### src/include/glue_consts.svh
// glue logic constants: bus widths, rtc tick divider, reset depth
`ifndef GLUE_CONSTS_SVH
`define GLUE_CONSTS_SVH

// ----------------------------------------
// widths
// ----------------------------------------
`define GLUE_DATA_W 16       // cpu / custom data bus
`define GLUE_RTC_W 64        // sixteen bcd nibbles from the host

// ----------------------------------------
// timing
// ----------------------------------------
// clocks per second at 28.375 MHz
`define GLUE_TICK_DIV 28375160
`define GLUE_RST_STAGES 2    // flops on the cpu reset output

// largest tens digit of seconds, keeps the count at 59
`define GLUE_SEC_MAX_TENS 5

`endif
### src/hw/glue_pkg.sv
// shared bus, time and interrupt types for the minimig glue logic
`include "glue_consts.svh"

package glue_pkg;

	// ----------------------------------------
	// bus types
	// ----------------------------------------
	// one cpu or custom bus word
	typedef logic [`GLUE_DATA_W-1:0] data_word_t;

	// m68k interrupt level, active low
	typedef logic [2:0] ipl_t;

	// ----------------------------------------
	// rtc types
	// ----------------------------------------
	// packed host time, seconds in bits 7..0
	typedef logic [`GLUE_RTC_W-1:0] rtc_time_t;

	typedef logic [3:0] bcd_digit_t;  // one bcd digit / readout nibble

	// picks one of the sixteen nibbles, from cpu address 5..2
	typedef logic [3:0] nibble_sel_t;

endpackage

### src/hw/minimig_glue.sv
// minimig glue top: rtc, system control and cpu read bus merge
`timescale 1ns/1ns
`include "glue_consts.svh"

module minimig_glue #(
	parameter int   TICK_DIV = `GLUE_TICK_DIV,  // rtc clocks per second
	parameter logic NTSC     = 1'b0             // power-up video standard
) (
	input  logic                  clk,
	input  logic                  rst_n,

	// host rtc interface
	input  logic                  rtc_flag,      // toggles on a new time
	input  glue_pkg::rtc_time_t   rtc_time,

	// cpu side
	input  glue_pkg::nibble_sel_t cpu_addr,      // address bits 5..2
	input  logic                  cpu_rd,
	input  logic                  cpu_hwr,
	input  logic                  cpu_lwr,
	input  logic                  cpu_reset_in,  // active low
	input  logic                  cpu_rst_req,
	input  logic                  clk7_en,
	input  logic                  ntsc_cfg,

	// address decode
	input  logic                  sel_rtc,
	input  logic                  sel_cia_a,

	// read data from the chips outside
	input  glue_pkg::data_word_t  mem_rdata,
	input  glue_pkg::data_word_t  cia_rdata,
	input  glue_pkg::data_word_t  cart_rdata,
	input  glue_pkg::data_word_t  agnus_rdata,
	input  glue_pkg::data_word_t  paula_rdata,
	input  glue_pkg::data_word_t  denise_rdata,
	input  glue_pkg::data_word_t  user_rdata,

	// interrupts
	input  logic                  int7,
	input  glue_pkg::ipl_t        paula_ipl,

	// outputs
	output glue_pkg::data_word_t  cpu_rdata,
	output glue_pkg::data_word_t  custom_rdata,
	output glue_pkg::ipl_t        cpu_ipl,
	output logic                  cpu_reset_n,
	output logic                  ovl,
	output logic                  ntsc,
	output logic                  rst_out        // system reset status
);

	glue_pkg::bcd_digit_t rtc_nibble;  // rtc readout to the merge
	logic                 sys_rst;

	// ----------------------------------------
	// rtc
	// ----------------------------------------
	rtc_clock #(
		.TICK_DIV (TICK_DIV)
	) u_rtc_clock (
		.clk        (clk),
		.rst_n      (rst_n),
		.rtc_flag   (rtc_flag),
		.rtc_time   (rtc_time),
		.nibble_sel (cpu_addr),
		.rtc_nibble (rtc_nibble)
	);

	// ----------------------------------------
	// reset, overlay, video standard
	// ----------------------------------------
	sys_control #(
		.NTSC (NTSC)
	) u_sys_control (
		.clk          (clk),
		.rst_n        (rst_n),
		.clk7_en      (clk7_en),
		.cpu_reset_in (cpu_reset_in),
		.cpu_rst_req  (cpu_rst_req),
		.sel_cia_a    (sel_cia_a),
		.cpu_hwr      (cpu_hwr),
		.cpu_lwr      (cpu_lwr),
		.ntsc_cfg     (ntsc_cfg),
		.sys_rst      (sys_rst),
		.cpu_reset_n  (cpu_reset_n),
		.ovl          (ovl),
		.ntsc         (ntsc)
	);

	assign rst_out = sys_rst;

	// ----------------------------------------
	// read buses and ipl
	// ----------------------------------------
	cpu_bus_merge u_cpu_bus_merge (
		.cpu_rd       (cpu_rd),
		.sel_rtc      (sel_rtc),
		.rtc_nibble   (rtc_nibble),
		.mem_rdata    (mem_rdata),
		.cia_rdata    (cia_rdata),
		.cart_rdata   (cart_rdata),
		.agnus_rdata  (agnus_rdata),
		.paula_rdata  (paula_rdata),
		.denise_rdata (denise_rdata),
		.user_rdata   (user_rdata),
		.int7         (int7),
		.paula_ipl    (paula_ipl),
		.cpu_rdata    (cpu_rdata),
		.custom_rdata (custom_rdata),
		.cpu_ipl      (cpu_ipl)
	);

endmodule

### src/hw/cpu_bus_merge.sv
// read data merge for cpu and custom buses, level 7 interrupt override
`timescale 1ns/1ns

module cpu_bus_merge (
	input  logic                 cpu_rd,        // cpu read cycle
	input  logic                 sel_rtc,       // rtc address decode
	input  glue_pkg::bcd_digit_t rtc_nibble,    // selected rtc nibble
	input  glue_pkg::data_word_t mem_rdata,     // memory bus read data
	input  glue_pkg::data_word_t cia_rdata,     // both cias, one byte each
	input  glue_pkg::data_word_t cart_rdata,    // action replay cartridge
	input  glue_pkg::data_word_t agnus_rdata,
	input  glue_pkg::data_word_t paula_rdata,
	input  glue_pkg::data_word_t denise_rdata,
	input  glue_pkg::data_word_t user_rdata,
	input  logic                 int7,          // freeze request from the cartridge
	input  glue_pkg::ipl_t       paula_ipl,     // interrupt level from paula
	output glue_pkg::data_word_t cpu_rdata,
	output glue_pkg::data_word_t custom_rdata,
	output glue_pkg::ipl_t       cpu_ipl
);

	glue_pkg::data_word_t rtc_rdata;  // rtc word, zero unless read

	// ----------------------------------------
	// cpu bus
	// ----------------------------------------
	// rtc has no decode of its own, so gate it here
	assign rtc_rdata = (sel_rtc && cpu_rd) ? glue_pkg::data_word_t'(rtc_nibble) : '0;

	// every source drives zero when not addressed
	assign cpu_rdata = mem_rdata
		| cia_rdata
		| cart_rdata
		| rtc_rdata;

	// ----------------------------------------
	// custom bus
	// ----------------------------------------
	assign custom_rdata = agnus_rdata
		| paula_rdata
		| denise_rdata
		| user_rdata;

	// ----------------------------------------
	// interrupts
	// ----------------------------------------
	// level 7 is all zeros on the active-low lines, nmi for the freeze
	assign cpu_ipl = int7 ? 3'b000 : paula_ipl;

endmodule

### src/hw/sys_control.sv
// system reset, cpu reset synchronizer, kickstart overlay and pal/ntsc latch
`timescale 1ns/1ns
`include "glue_consts.svh"

module sys_control #(
	parameter logic NTSC = 1'b0  // video standard after power-up
) (
	input  logic clk,
	input  logic rst_n,
	input  logic clk7_en,       // 7 MHz enable
	input  logic cpu_reset_in,  // cpu reset in, active low
	input  logic cpu_rst_req,   // reset request from the host
	input  logic sel_cia_a,     // cia a address decode
	input  logic cpu_hwr,       // upper byte write strobe
	input  logic cpu_lwr,       // lower byte write strobe
	input  logic ntsc_cfg,      // requested video standard
	output logic sys_rst,       // system reset, active high
	output logic cpu_reset_n,   // cpu reset out, active low
	output logic ovl,           // kickstart overlay enable
	output logic ntsc           // active video standard
);

	localparam int STAGES = `GLUE_RST_STAGES;

	logic [STAGES-1:0] rst_sync;  // cpu reset pipe, shifts toward msb
	logic              rst_hold;  // any source holds the cpu in reset
	logic              cia_a_wr;

	// ----------------------------------------
	// reset derivation
	// ----------------------------------------
	assign sys_rst  = ~cpu_reset_in;
	assign rst_hold = cpu_rst_req | sys_rst;

	// release and assert both take STAGES clocks
	always_ff @(posedge clk or negedge rst_n) begin
		if (!rst_n)
			rst_sync <= '0;
		else
			rst_sync <= {rst_sync[STAGES-2:0], ~rst_hold};
	end

	assign cpu_reset_n = rst_sync[STAGES-1];

	// ----------------------------------------
	// kickstart overlay
	// ----------------------------------------
	// rom mirrored at 0 until the boot code first touches cia a
	assign cia_a_wr = sel_cia_a & (cpu_hwr | cpu_lwr);

	always_ff @(posedge clk or negedge rst_n) begin
		if (!rst_n)
			ovl <= 1'b1;
		else if (!cpu_reset_n || !cpu_reset_in)
			ovl <= 1'b1;  // any reset brings the overlay back, wins over a write
		else if (cia_a_wr)
			ovl <= 1'b0;
	end

	// ----------------------------------------
	// pal / ntsc
	// ----------------------------------------
	// a new standard only takes effect through a reset
	always_ff @(posedge clk or negedge rst_n) begin
		if (!rst_n)
			ntsc <= NTSC;
		else if (clk7_en && sys_rst)
			ntsc <= ntsc_cfg;
	end

endmodule

### src/hw/rtc_clock.sv
// real-time clock register, host loaded, counts bcd seconds, nibble readout
`timescale 1ns/1ns
`include "glue_consts.svh"

module rtc_clock #(
	parameter int TICK_DIV = `GLUE_TICK_DIV  // clocks per second
) (
	input  logic                   clk,
	input  logic                   rst_n,
	input  logic                   rtc_flag,    // host toggles on a new time
	input  glue_pkg::rtc_time_t    rtc_time,    // time word from the host
	input  glue_pkg::nibble_sel_t  nibble_sel,  // cpu address 5..2
	output glue_pkg::bcd_digit_t   rtc_nibble
);

	// prescaler width, at least one bit for tiny dividers
	localparam int CNT_W = (TICK_DIV > 1) ? $clog2(TICK_DIV) : 1;
	localparam logic [CNT_W-1:0] CNT_LAST = CNT_W'(TICK_DIV - 1);

	logic                 flag_q;    // host flag, one cycle old
	logic                 load;      // host wrote a new time
	logic [CNT_W-1:0]     tick_cnt;  // seconds prescaler
	logic                 tick;      // last clock of the second
	glue_pkg::rtc_time_t  time_q;    // running time
	glue_pkg::bcd_digit_t sec_ones;
	glue_pkg::bcd_digit_t sec_tens;

	// ----------------------------------------
	// host load and prescaler
	// ----------------------------------------
	assign load = flag_q ^ rtc_flag;  // any edge of the toggle flag
	assign tick = (tick_cnt == CNT_LAST);

	always_ff @(posedge clk or negedge rst_n) begin
		if (!rst_n) begin
			flag_q   <= 1'b0;
			tick_cnt <= '0;
		end else begin
			flag_q <= rtc_flag;
			if (load || tick)
				tick_cnt <= '0;  // restart the second on a load
			else
				tick_cnt <= tick_cnt + 1'b1;
		end
	end

	// ----------------------------------------
	// time register
	// ----------------------------------------
	assign sec_ones = time_q[3:0];
	assign sec_tens = time_q[7:4];

	// seconds run 00..59 and then stay, minutes and up belong to the host
	always_ff @(posedge clk or negedge rst_n) begin
		if (!rst_n) begin
			time_q <= '0;
		end else if (load) begin
			time_q <= {rtc_time[`GLUE_RTC_W-1:8], 8'h00};  // seconds restart at 00
		end else if (tick) begin
			if (sec_ones < 4'd9) begin
				time_q[3:0] <= sec_ones + 1'b1;
			end else if (sec_tens < 4'(`GLUE_SEC_MAX_TENS)) begin
				time_q[7:4] <= sec_tens + 1'b1;  // carry into tens
				time_q[3:0] <= 4'd0;
			end
			// at 59 nothing moves
		end
	end

	// ----------------------------------------
	// readout
	// ----------------------------------------
	// nibble n sits at bits 4n+3..4n
	assign rtc_nibble = time_q[{nibble_sel, 2'b00} +: 4];

endmodule

### config.mk
export PLATFORM = sky130hd
export DESIGN_NAME = minimig_glue
export DESIGN_NICKNAME = d
export VERILOG_FILES = /design/src/hw/glue_pkg.sv /design/src/hw/minimig_glue.sv /design/src/hw/cpu_bus_merge.sv /design/src/hw/sys_control.sv /design/src/hw/rtc_clock.sv
export VERILOG_INCLUDE_DIRS = /design/src /design/src/include
export SDC_FILE = /design/constraint.sdc
export NUM_CORES = 1
export LEC_CHECK = 0
export BUFFER_PORTS_ARGS = -buffer_cell sky130_fd_sc_hd__buf_2
export CAP_MARGIN = 20
export CORE_ASPECT_RATIO = 0.9
export CORE_MARGIN = 3
export CORE_UTILIZATION = 40
export CTS_CLUSTER_SIZE = 8
export DETAILED_ROUTE_END_ITERATION = 16
export PLACE_DENSITY = 0.83
export SLEW_MARGIN = 20
export SYNTH_ARGS = -nofsm -noshare
export SYNTH_HDL_FRONTEND = slang
export SYNTH_SLANG_ARGS = --single-unit
export TNS_END_PERCENT = 1
### constraint.sdc
create_clock -name clk -period 6.4 [get_ports clk]
set_clock_uncertainty 0.15 [all_clocks]
set_input_delay 0.64 -clock clk [delete_from_list [all_inputs] [get_ports clk]]
set_output_delay 0.64 -clock clk [all_outputs]
set_load 0.02 [all_outputs]
[Yosys cells after proc, flatten, opt, wreduce, memory -nomap -nowiden]
Index checks and enable logic that the tools add are counted.
Cells by class
  add/sub/neg operators: 3
  mux-type cells: 10
  bitwise gates (word level): 12
  reductions and logical operators: 12
  equality and inequality tests: 2
  $lt $le $gt $ge: 2
  shift operators: 1
Operators by type and width (number)
  $or A16 B16 Y16: 6
  $shiftx A64 B7 Y4: 1
  $add A25 B1 Y25 const B: 1
  $eq A25 B25 Y1 const B: 1
  $mux W25: 1
  $mux W8: 3
  $mux W4: 3
  $add A4 B1 Y4 const B: 2
  $reduce_bool A2 Y1: 3
  $lt A4 B3 Y1 const B: 1
  $lt A4 B4 Y1 const B: 1
  $mux W3: 1
  $reduce_and A3 Y1: 1
  $reduce_bool A3 Y1: 1
  $logic_and A1 B1 Y1: 2
  $logic_not A1 Y1: 2
  $logic_or A1 B1 Y1: 2
  $mux W1: 2
  $ne A2 B1 Y1 const B: 1
  $not A1 Y1: 2
  $or A1 B1 Y1: 2
  $reduce_and A2 Y1: 1
  $and A1 B1 Y1: 1
  $xor A1 B1 Y1: 1
Word-level totals
  bits of input ports: 196
  bits in registers: 94

[Depth between registers and ports, before layout]
Gate-level depths: netlist (run 1).
  depth after elaboration: 5
  mapped depth: 7
  gate-level depth less buffers: 6

[Modules after synthesis]
From an unflattened synthesis (run 1), not the netlist that was laid out.
Second synthesis, totals
  cell total of the unflattened synthesis: 496
  area, all modules: 4768.3 sq um
By module, submodules not included
  rtc_clock: instances 1, cells each 449, area an instance 4357.9 sq um
  cpu_bus_merge: instances 1, cells each 36, area an instance 267.8 sq um
  sys_control: instances 1, cells each 11, area an instance 142.6 sq um

[Worst setup path after synthesis (run 1)]
OpenSTA, ideal clock, no wires.
  kind: in2out
  from: input port cpu_addr[0]
  to: output port cpu_rdata[0]
  cell stages on the path: 6
  arrival: 1873 ps
  path slack: 3737 ps
  required time: 5610 ps
  path through: buf_2 -> buf_2 -> mux2i_1 -> a221oi_1 -> o21ai_0 -> o211ai_1
Between the ends
  longest elaborated chain between the ends: 3
RTL lines
  from (decl): line minimig_glue.sv:17  | input glue_pkg::nibble_sel_t cpu_addr,
  $shiftx A64 B7 Y4: line rtc_clock.sv:74  | assign rtc_nibble = time_q[{nibble_sel, 2'b00} +: 4];
  $mux W4: line cpu_bus_merge.sv:28  | assign rtc_rdata = (sel_rtc && cpu_rd) ? glue_pkg::data_word_t'(rtc_nibble) : '0;
  $or A16 B16 Y16: line cpu_bus_merge.sv:34  | | rtc_rdata;
  to (decl): line minimig_glue.sv:44  | output glue_pkg::data_word_t cpu_rdata,
No other way between the ends.

[Worst setup path after layout (run 1)]
  from: input port cpu_addr[0]
  to: output port cpu_rdata[3]
Same word-level chain as after synthesis.

==> results of run 1 <==
-- worst reg2reg max path, delay by kind of cell (launching register included) --
family | cells | cell delay, ns
AND/OR/NAND/NOR | 2 | 0.77
AO/OA/AOI/OAI | 2 | 0.98
adder cells (fa/ha/maj) | 1 | 0.23
flip-flops | 1 | 0.41
-- cell usage after synthesis (10+ instances only) --
| cell | count |
|---|---|
| mux2i_1 | 13 |
| clkbuf_1 | 16 |
| nor2_1 | 17 |
| o21ai_0 | 11 |
| nand3_1 | 13 |
| or3_1 | 16 |
| nand2_1 | 185 |
| a21oi_1 | 13 |
| mux4_2 | 12 |
| dfrtp_1 | 93 |
| or4_1 | 23 |
| nand4_1 | 10 |
-- flip-flops by register name, summed over array words and instances (netlist names) --
signal                  flops
u_rtc_clock.flag_q          1
u_rtc_clock.tick_cnt       25
u_rtc_clock.time_q         64
u_sys_control.ntsc          1
u_sys_control.ovl           1
u_sys_control.rst_sync      2
-- cell families (layout without fill, tap and decap cells) --
kind of cell / Yosys count / in the layout / synth area share (%)
AO/OA/AOI/OAI: 53 / 53 / 7.163
adder cells (fa/ha/maj): 5 / 5 / 1.288
multiplexers: 25 / 25 / 8.245
AND/OR/NAND/NOR: 302 / 302 / 29.48
XOR/XNOR: 14 / 14 / 2.525
buffers and inverters: 32 / 254 / 2.834
flip-flops: 94 / 94 / 48.47
-- path summary, 6_finish.rpt --
check,from,to,slack (ns),cells after the start
worst min register to register,u_sys_control.rst_sync[0],u_sys_control.rst_sync[1],0.20,0
worst min-delay path,rst_n,u_rtc_clock.time_q[61],0.05,1
max in group asynchronous,rst_n,u_rtc_clock.tick_cnt[9],4.90,2
worst max-delay path,cpu_addr[0],cpu_rdata[3],3.37,5
min in group clk,u_sys_control.rst_sync[0],u_sys_control.rst_sync[1],0.20,0
worst max register to register,u_rtc_clock.tick_cnt[0],u_rtc_clock.tick_cnt[19],3.70,5
-- final cells by class --
cell class              instances  area share (%)
multi-input cells             399           37.12
flip-flops and latches         94           36.54
repair buffers                229           17.95
clock buffers                   9           3.497
well taps                     156           3.030
clock inverters                 7           1.340
inverters                       9          0.5245
-- per-layer routing --
layer,vias to the layer above,GRT usage (%),routed length [um]
li1,2271,-,-
met1,2237,23.62,5100
met2,252,31.96,6387
met3,23,2.867,1047
met4,0,5.821,265
met5,-,0,0
-- power groups by stage --
stage / registers, mW / clock network (mW) / logic (mW)
4_1_cts: 0.682 / 0.551 / 0.235
2_1_floorplan: 0.685 / 0 / 0.130
3_5_place_dp: 0.693 / 0 / 0.233
3_3_place_gp: 0.691 / 0 / 0.226
5_1_grt: 0.689 / 0.575 / 0.263
6_report: 0.683 / 0.543 / 0.232
-- through the flow --
step,std cells,hold WS [ns]
after floorplan,525,0.1812
after global routing,903,0.07647
final,903,0.05460
after global placement,887,0.1840
after detailed placement,887,0.1978
after CTS,903,0.06821
==> results.ini, run 1 <==
[floorplan]
io_pins = 235
core_area_um2 = 11670
die_h_um = 110.5
die_x_um = 122.1
dieArea_um2 = 13500
rows = 37
initial_core_util_pct = 41.62

[pwr]
p_seq_share_pct = 46.9
p_total_mw = 1.458
p_leak_nw = 3.181
p_switching_mw = 0.4211
combPwrFrac_pct = 15.9
p_per_area_nw_per_um2 = 226.3
switching_share_pct = 28.88
ir_drop_mv = 0.1334
p_int_mw = 1.037
p_clk_share_pct = 37.2

[layout]
fin_area_um2 = 6441
final_cell_mix = buf_2, nand2_1, dfrtp_1, or4_1, nor2_1
nets = 943
n_fill_cell = 1015
final_util_pct = 55.21
layout-drive-gt1-share_pct = 36.01
area_delta_synth_final_pct = 32.65
ff_latch_area_um2 = 2354
num_antenna_cells = 0
final_common_cell = buf_2
multi_input_area_um2 = 2391

[clock_network]
cts_buffer_depth = 2
ctsHoldBuffers = 0
cts.htree.levels = 3
numCtsBuffers = 9
insertion_delay_ns = 0.35
cts.sink_count = 94
cts_setup_buffers = 0
root_buffer = clkbuf_16
path_clk_slew_ns = 0.07
cts_tree = yes
cts_resized = 0

[global_route]
overflow = 0
grt_pass1_vias = 4551
grt_max_degree = 66
grtUsageTotal_pct = 18.47
grt_first_pass_wirelength_mm = 20.49
antenna_found_initial = 0

[placed_design]
io_buffers = 226
pre_cts_ws_ns = 3.383
hpwlAfterDp_mm = 9.510
placed_area_um2 = 6130
place.gp.congestion = 0.8258

[yosys]
synth_edf_count = 0
synth_top_cells_by_area = dfrtp_1, nand2_1, mux4_2
yosysUniqueCellTypes = 49
yosysSeqAreaShare_pct = 48.47
syn_nets = 726
synth_ff_type = dfrtp_1
synth_cells = 525
async_reset_ff_share_pct = 100.0
syn_area_um2 = 4856
syn_area_per_cell_um2 = 9.249
synth_top_area_share_pct = 47.93
synth_top_area_cell = dfrtp_1
ys_ff_latch = 94
yosys_warnings = 0

[setup_path]
cp-start-kind = primary input
crit_top_cell = buf_2
critPathCaptureType = primary output
max_stage_delay_ns = 0.59
critPathSlowestCell = mux4_2
cp_max_fo = 20
cp_num_buf_inv = 2
path_delay_family = multiplexers
crit_chain = buf_2 -> mux4_2 -> mux2i_1 -> o211ai_1 -> buf_2
worstPathRequired_ns = 5.61
crit_type = in -> out
arrival_ns = 2.24

[timing]
fin_ws_ns = 3.373
min_period_ns = 3.027
hold_violations = 0
final.setup.tns_ns = 0
fmax_mhz = 330.4
slew_violations = 0
relSlewSlack_pct = 28.14
rsz0062_at_grt = false
setup_viol = 0
period_share_pct = 47.29
max_slew.worst_pin.slew_ns = 1.068

[routing]
wl_per_cell_um = 14.18
dr.first_iter.drc_count = 327
drtAntennaViolNets = 0
detail_route.wirelength_mm = 12.80
drc_errors = 0
vias = 4783
viasPerCell = 5.297
drt_pass1_iterations = 5

[worst_hold_path]
holdCritPathClass = in -> async

[status]
status = finished clean

[flow_run]
maxCapViolations = 0

Note: power is estimated with default switching activity, not from simulation.
==> run 2, diff against run 1 <==
--- a/config.mk
+++ b/config.mk
@@ -6,6 +6,7 @@
 export SDC_FILE = /design/constraint.sdc
 export NUM_CORES = 1
 export LEC_CHECK = 0
+export ABC_AREA = 1
 export BUFFER_PORTS_ARGS = -buffer_cell sky130_fd_sc_hd__buf_2
 export CAP_MARGIN = 20
 export CORE_ASPECT_RATIO = 0.9
@@ -13,7 +14,7 @@
 export CORE_UTILIZATION = 40
 export CTS_CLUSTER_SIZE = 8
 export DETAILED_ROUTE_END_ITERATION = 16
-export PLACE_DENSITY = 0.83
+export PLACE_DENSITY = 0.84
 export SLEW_MARGIN = 20
 export SYNTH_ARGS = -nofsm -noshare
 export SYNTH_HDL_FRONTEND = slang
==> constraint.sdc (replaced) <==
create_clock -name clk -period 2.6 [get_ports clk]
set_clock_uncertainty 0.15 [all_clocks]
set_input_delay 0.26 -clock clk [delete_from_list [all_inputs] [get_ports clk]]
set_output_delay 0.26 -clock clk [all_outputs]
set_load 0.02 [all_outputs]
==> results.ini, run 2 <==
[flow_run]
maxCapViolations = 0

[clock_network]
numCtsBuffers = 9
cts_setup_buffers = 0
insertion_delay_ns = 0.34
cts.htree.levels = 3
cts_tree = yes
path_clk_slew_ns = 0.06
cts.sink_count = 94
cts_buffer_depth = 2
root_buffer = clkbuf_16

[timing]
final.setup.tns_ns = 0
period_share_pct = 83.50
max_slew.worst_pin.slew_ns = 0.6427
hold_violations = 0
relSlewSlack_pct = 57.16
min_period_ns = 2.171
setup_viol = 0
rsz0062_at_grt = false
hold_slack_ns = 0.006765
slew_violations = 0
fmax_mhz = 460.6

[yosys]
yosys_warnings = 0
syn_area_um2 = 5265
yosysSeqAreaShare_pct = 44.70
synth-adder-area-share_pct = 1.188
synth_ff_type = dfrtp_1
syn_area_per_cell_um2 = 7.272
synth_edf_count = 0
yosysMostFrequentCell = nand2_1
synth_cells = 724
synth_compound_area_share_pct = 6.250
synth_top_area_share_pct = 44.20
synth-simple-area-share_pct = 36.05
synthMuxAreaShare_pct = 0
synth_xor_area_share_pct = 1.996
synth_top_cells_by_area = dfrtp_1, nand2_1, inv_1
synth_top_family_by_area = simple AND/OR/NAND/NOR gates
yosysUniqueCellTypes = 35
synth_top_area_cell = dfrtp_1
syn_nets = 925
ys_ff_latch = 94
async_reset_ff_share_pct = 100.0
yosys-top-cells-count = nand2_1, dfrtp_1, inv_1

[routing]
drtAntennaViolNets = 0
wl_per_cell_um = 12.73
viasPerCell = 4.811
drc_errors = 0
vias = 5586
detail_route.wirelength_mm = 14.78
drt_pass1_iterations = 6
dr.first_iter.drc_count = 496

[worst_hold_path]
holdCritStartpoint = rtc_time[39]
holdCritPathClass = in -> reg

[global_route]
grt_pass1_vias = 5235
grtUsageTotal_pct = 19.28
grt_use_met3_pct = 4.227
grt_max_degree = 53
grt_first_pass_wirelength_mm = 23.31
overflow = 0
grtUsageMet2_pct = 32.37
grt.busiest_layer = met2
antenna_found_initial = 0
gr-usage-met1_pct = 24.77

[floorplan]
core_area_um2 = 12780
dieArea_um2 = 14580
die_h_um = 114.8
rows = 39
io_pins = 235
initial_core_util_pct = 41.18
die_x_um = 126.9

[layout]
final_cell_mix = nand2_1, buf_2, dfrtp_1, inv_1, nor2_1
fin_cells = 1161
regMostFlops = u_rtc_clock.time_q
largest_reg_flops = 64
final_common_cell = nand2_1
nets = 1192
top_regs = u_rtc_clock.time_q: 64 flops, u_rtc_clock.tick_cnt: 25 flops, u_sys_control.rst_sync: 2 flops
layout-drive-gt1-share_pct = 28.01
area_delta_synth_final_pct = 39.12

[placed_design]
hpwlAfterDp_mm = 10.30
place.gp.congestion = 0.8874
dpl.cell_count = 1095
io_buffers = 226

[setup_path]
reg2reg_from = u_rtc_clock.flag_q
critPathCaptureType = flip-flop
arrival_ns = 2.28
worstPathRequired_ns = 2.71
startpoint = rtc_flag
cp-start-kind = primary input
cp_max_fo = 34
r2r_setup_slack_ns = 0.64
crit_type = in -> reg

[pwr]
p_per_area_nw_per_um2 = 506.8
ir_drop_mv = 0.4349
p_total_mw = 3.712
p_leak_nw = 3.771

[status]
status = finished clean

-- run 2: changes by cell type in the layout (fill, tap and decap cells not counted), sizes merged, moves of 13 or more --
cell	change
dlygate4sd3	+49
inv	+83
mux2i	-13
nand2	+49
nand3	+53
nor2	+62
o21ai	+42
-- run 2: layout make-up --
type                    count  area (um^2)
repair buffers            281         1694
flip-flops and latches     94         2354
fillers                  1155         5460
well taps                 164        205.2
inverters                  97        364.1
clock buffers              12        236.5
multi-input cells         508         2395
clock inverters             4        73.82
diodes                      1        2.502
-- run 2: critical path: stages --
cell and delay [ns]:
dlygate4sd3_1 0.52, buf_2 0.12, or2_1 0.11, nand2_2 0.19, inv_2 0.52, buf_4 0.35
nand2_1 0.09, o21ai_1 0.10
-- run 2: layer usage --
layer	part of all wire, %	routed length [um]
met4	2.2	329
met5	0	0
met3	7.0	1040
met2	49	7288
met1	41	6119
-- run 2: timing repair --
| item | 4_1_cts | 5_1_grt |
|---|---|---|
| hold endpoints to repair | 97 | 0 |
| gates resized for setup | 0 | 0 |
| setup endpoints to repair | 0 | 0 |
| hold buffers | 49 | 0 |
-- run 2: through the flow --
stage	util [%]	setup slack [ns]	area, um^2
floorplan	-	1.017	5265
global placement	51.01	0.6108	6521
detailed placement	51.01	0.6036	6521
CTS	57.27	0.4388	7322
global route	57.27	0.2351	7322
finish	57.29	0.4290	7325
-- run 2: worst paths after layout --
path,to,depth (start not counted)
worst max-delay path,u_rtc_clock.time_q[44],8
min in group asynchronous,u_rtc_clock.time_q[23],2
worst max register to register,u_rtc_clock.time_q[44],6
worst min register to register,u_sys_control.rst_sync[1],0
worst min-delay path,u_rtc_clock.time_q[39],3
max in group asynchronous,u_sys_control.ovl,3
-- run 2: power breakdown --
| part | internal (mW) | leakage (nW) | switching (mW) |
|---|---|---|---|
| sequential | 1.58 | 1.19 | 0.0498 |
| clock | 0.844 | 0.151 | 0.542 |
| combinational | 0.305 | 2.43 | 0.393 |
| total | 2.73 | 3.77 | 0.985 |
-- run 2: logic make-up (layout without fill, tap and decap cells) --
group                    after synthesis  after routing
buffers and inverters                122            394
AND/OR/NAND/NOR                      427            427
AO/OA/AOI/OAI                         64             64
XOR/XNOR                              12             12
flip-flops                            94             94
other                                  0              1
adder cells (fa/ha/maj)                5              5
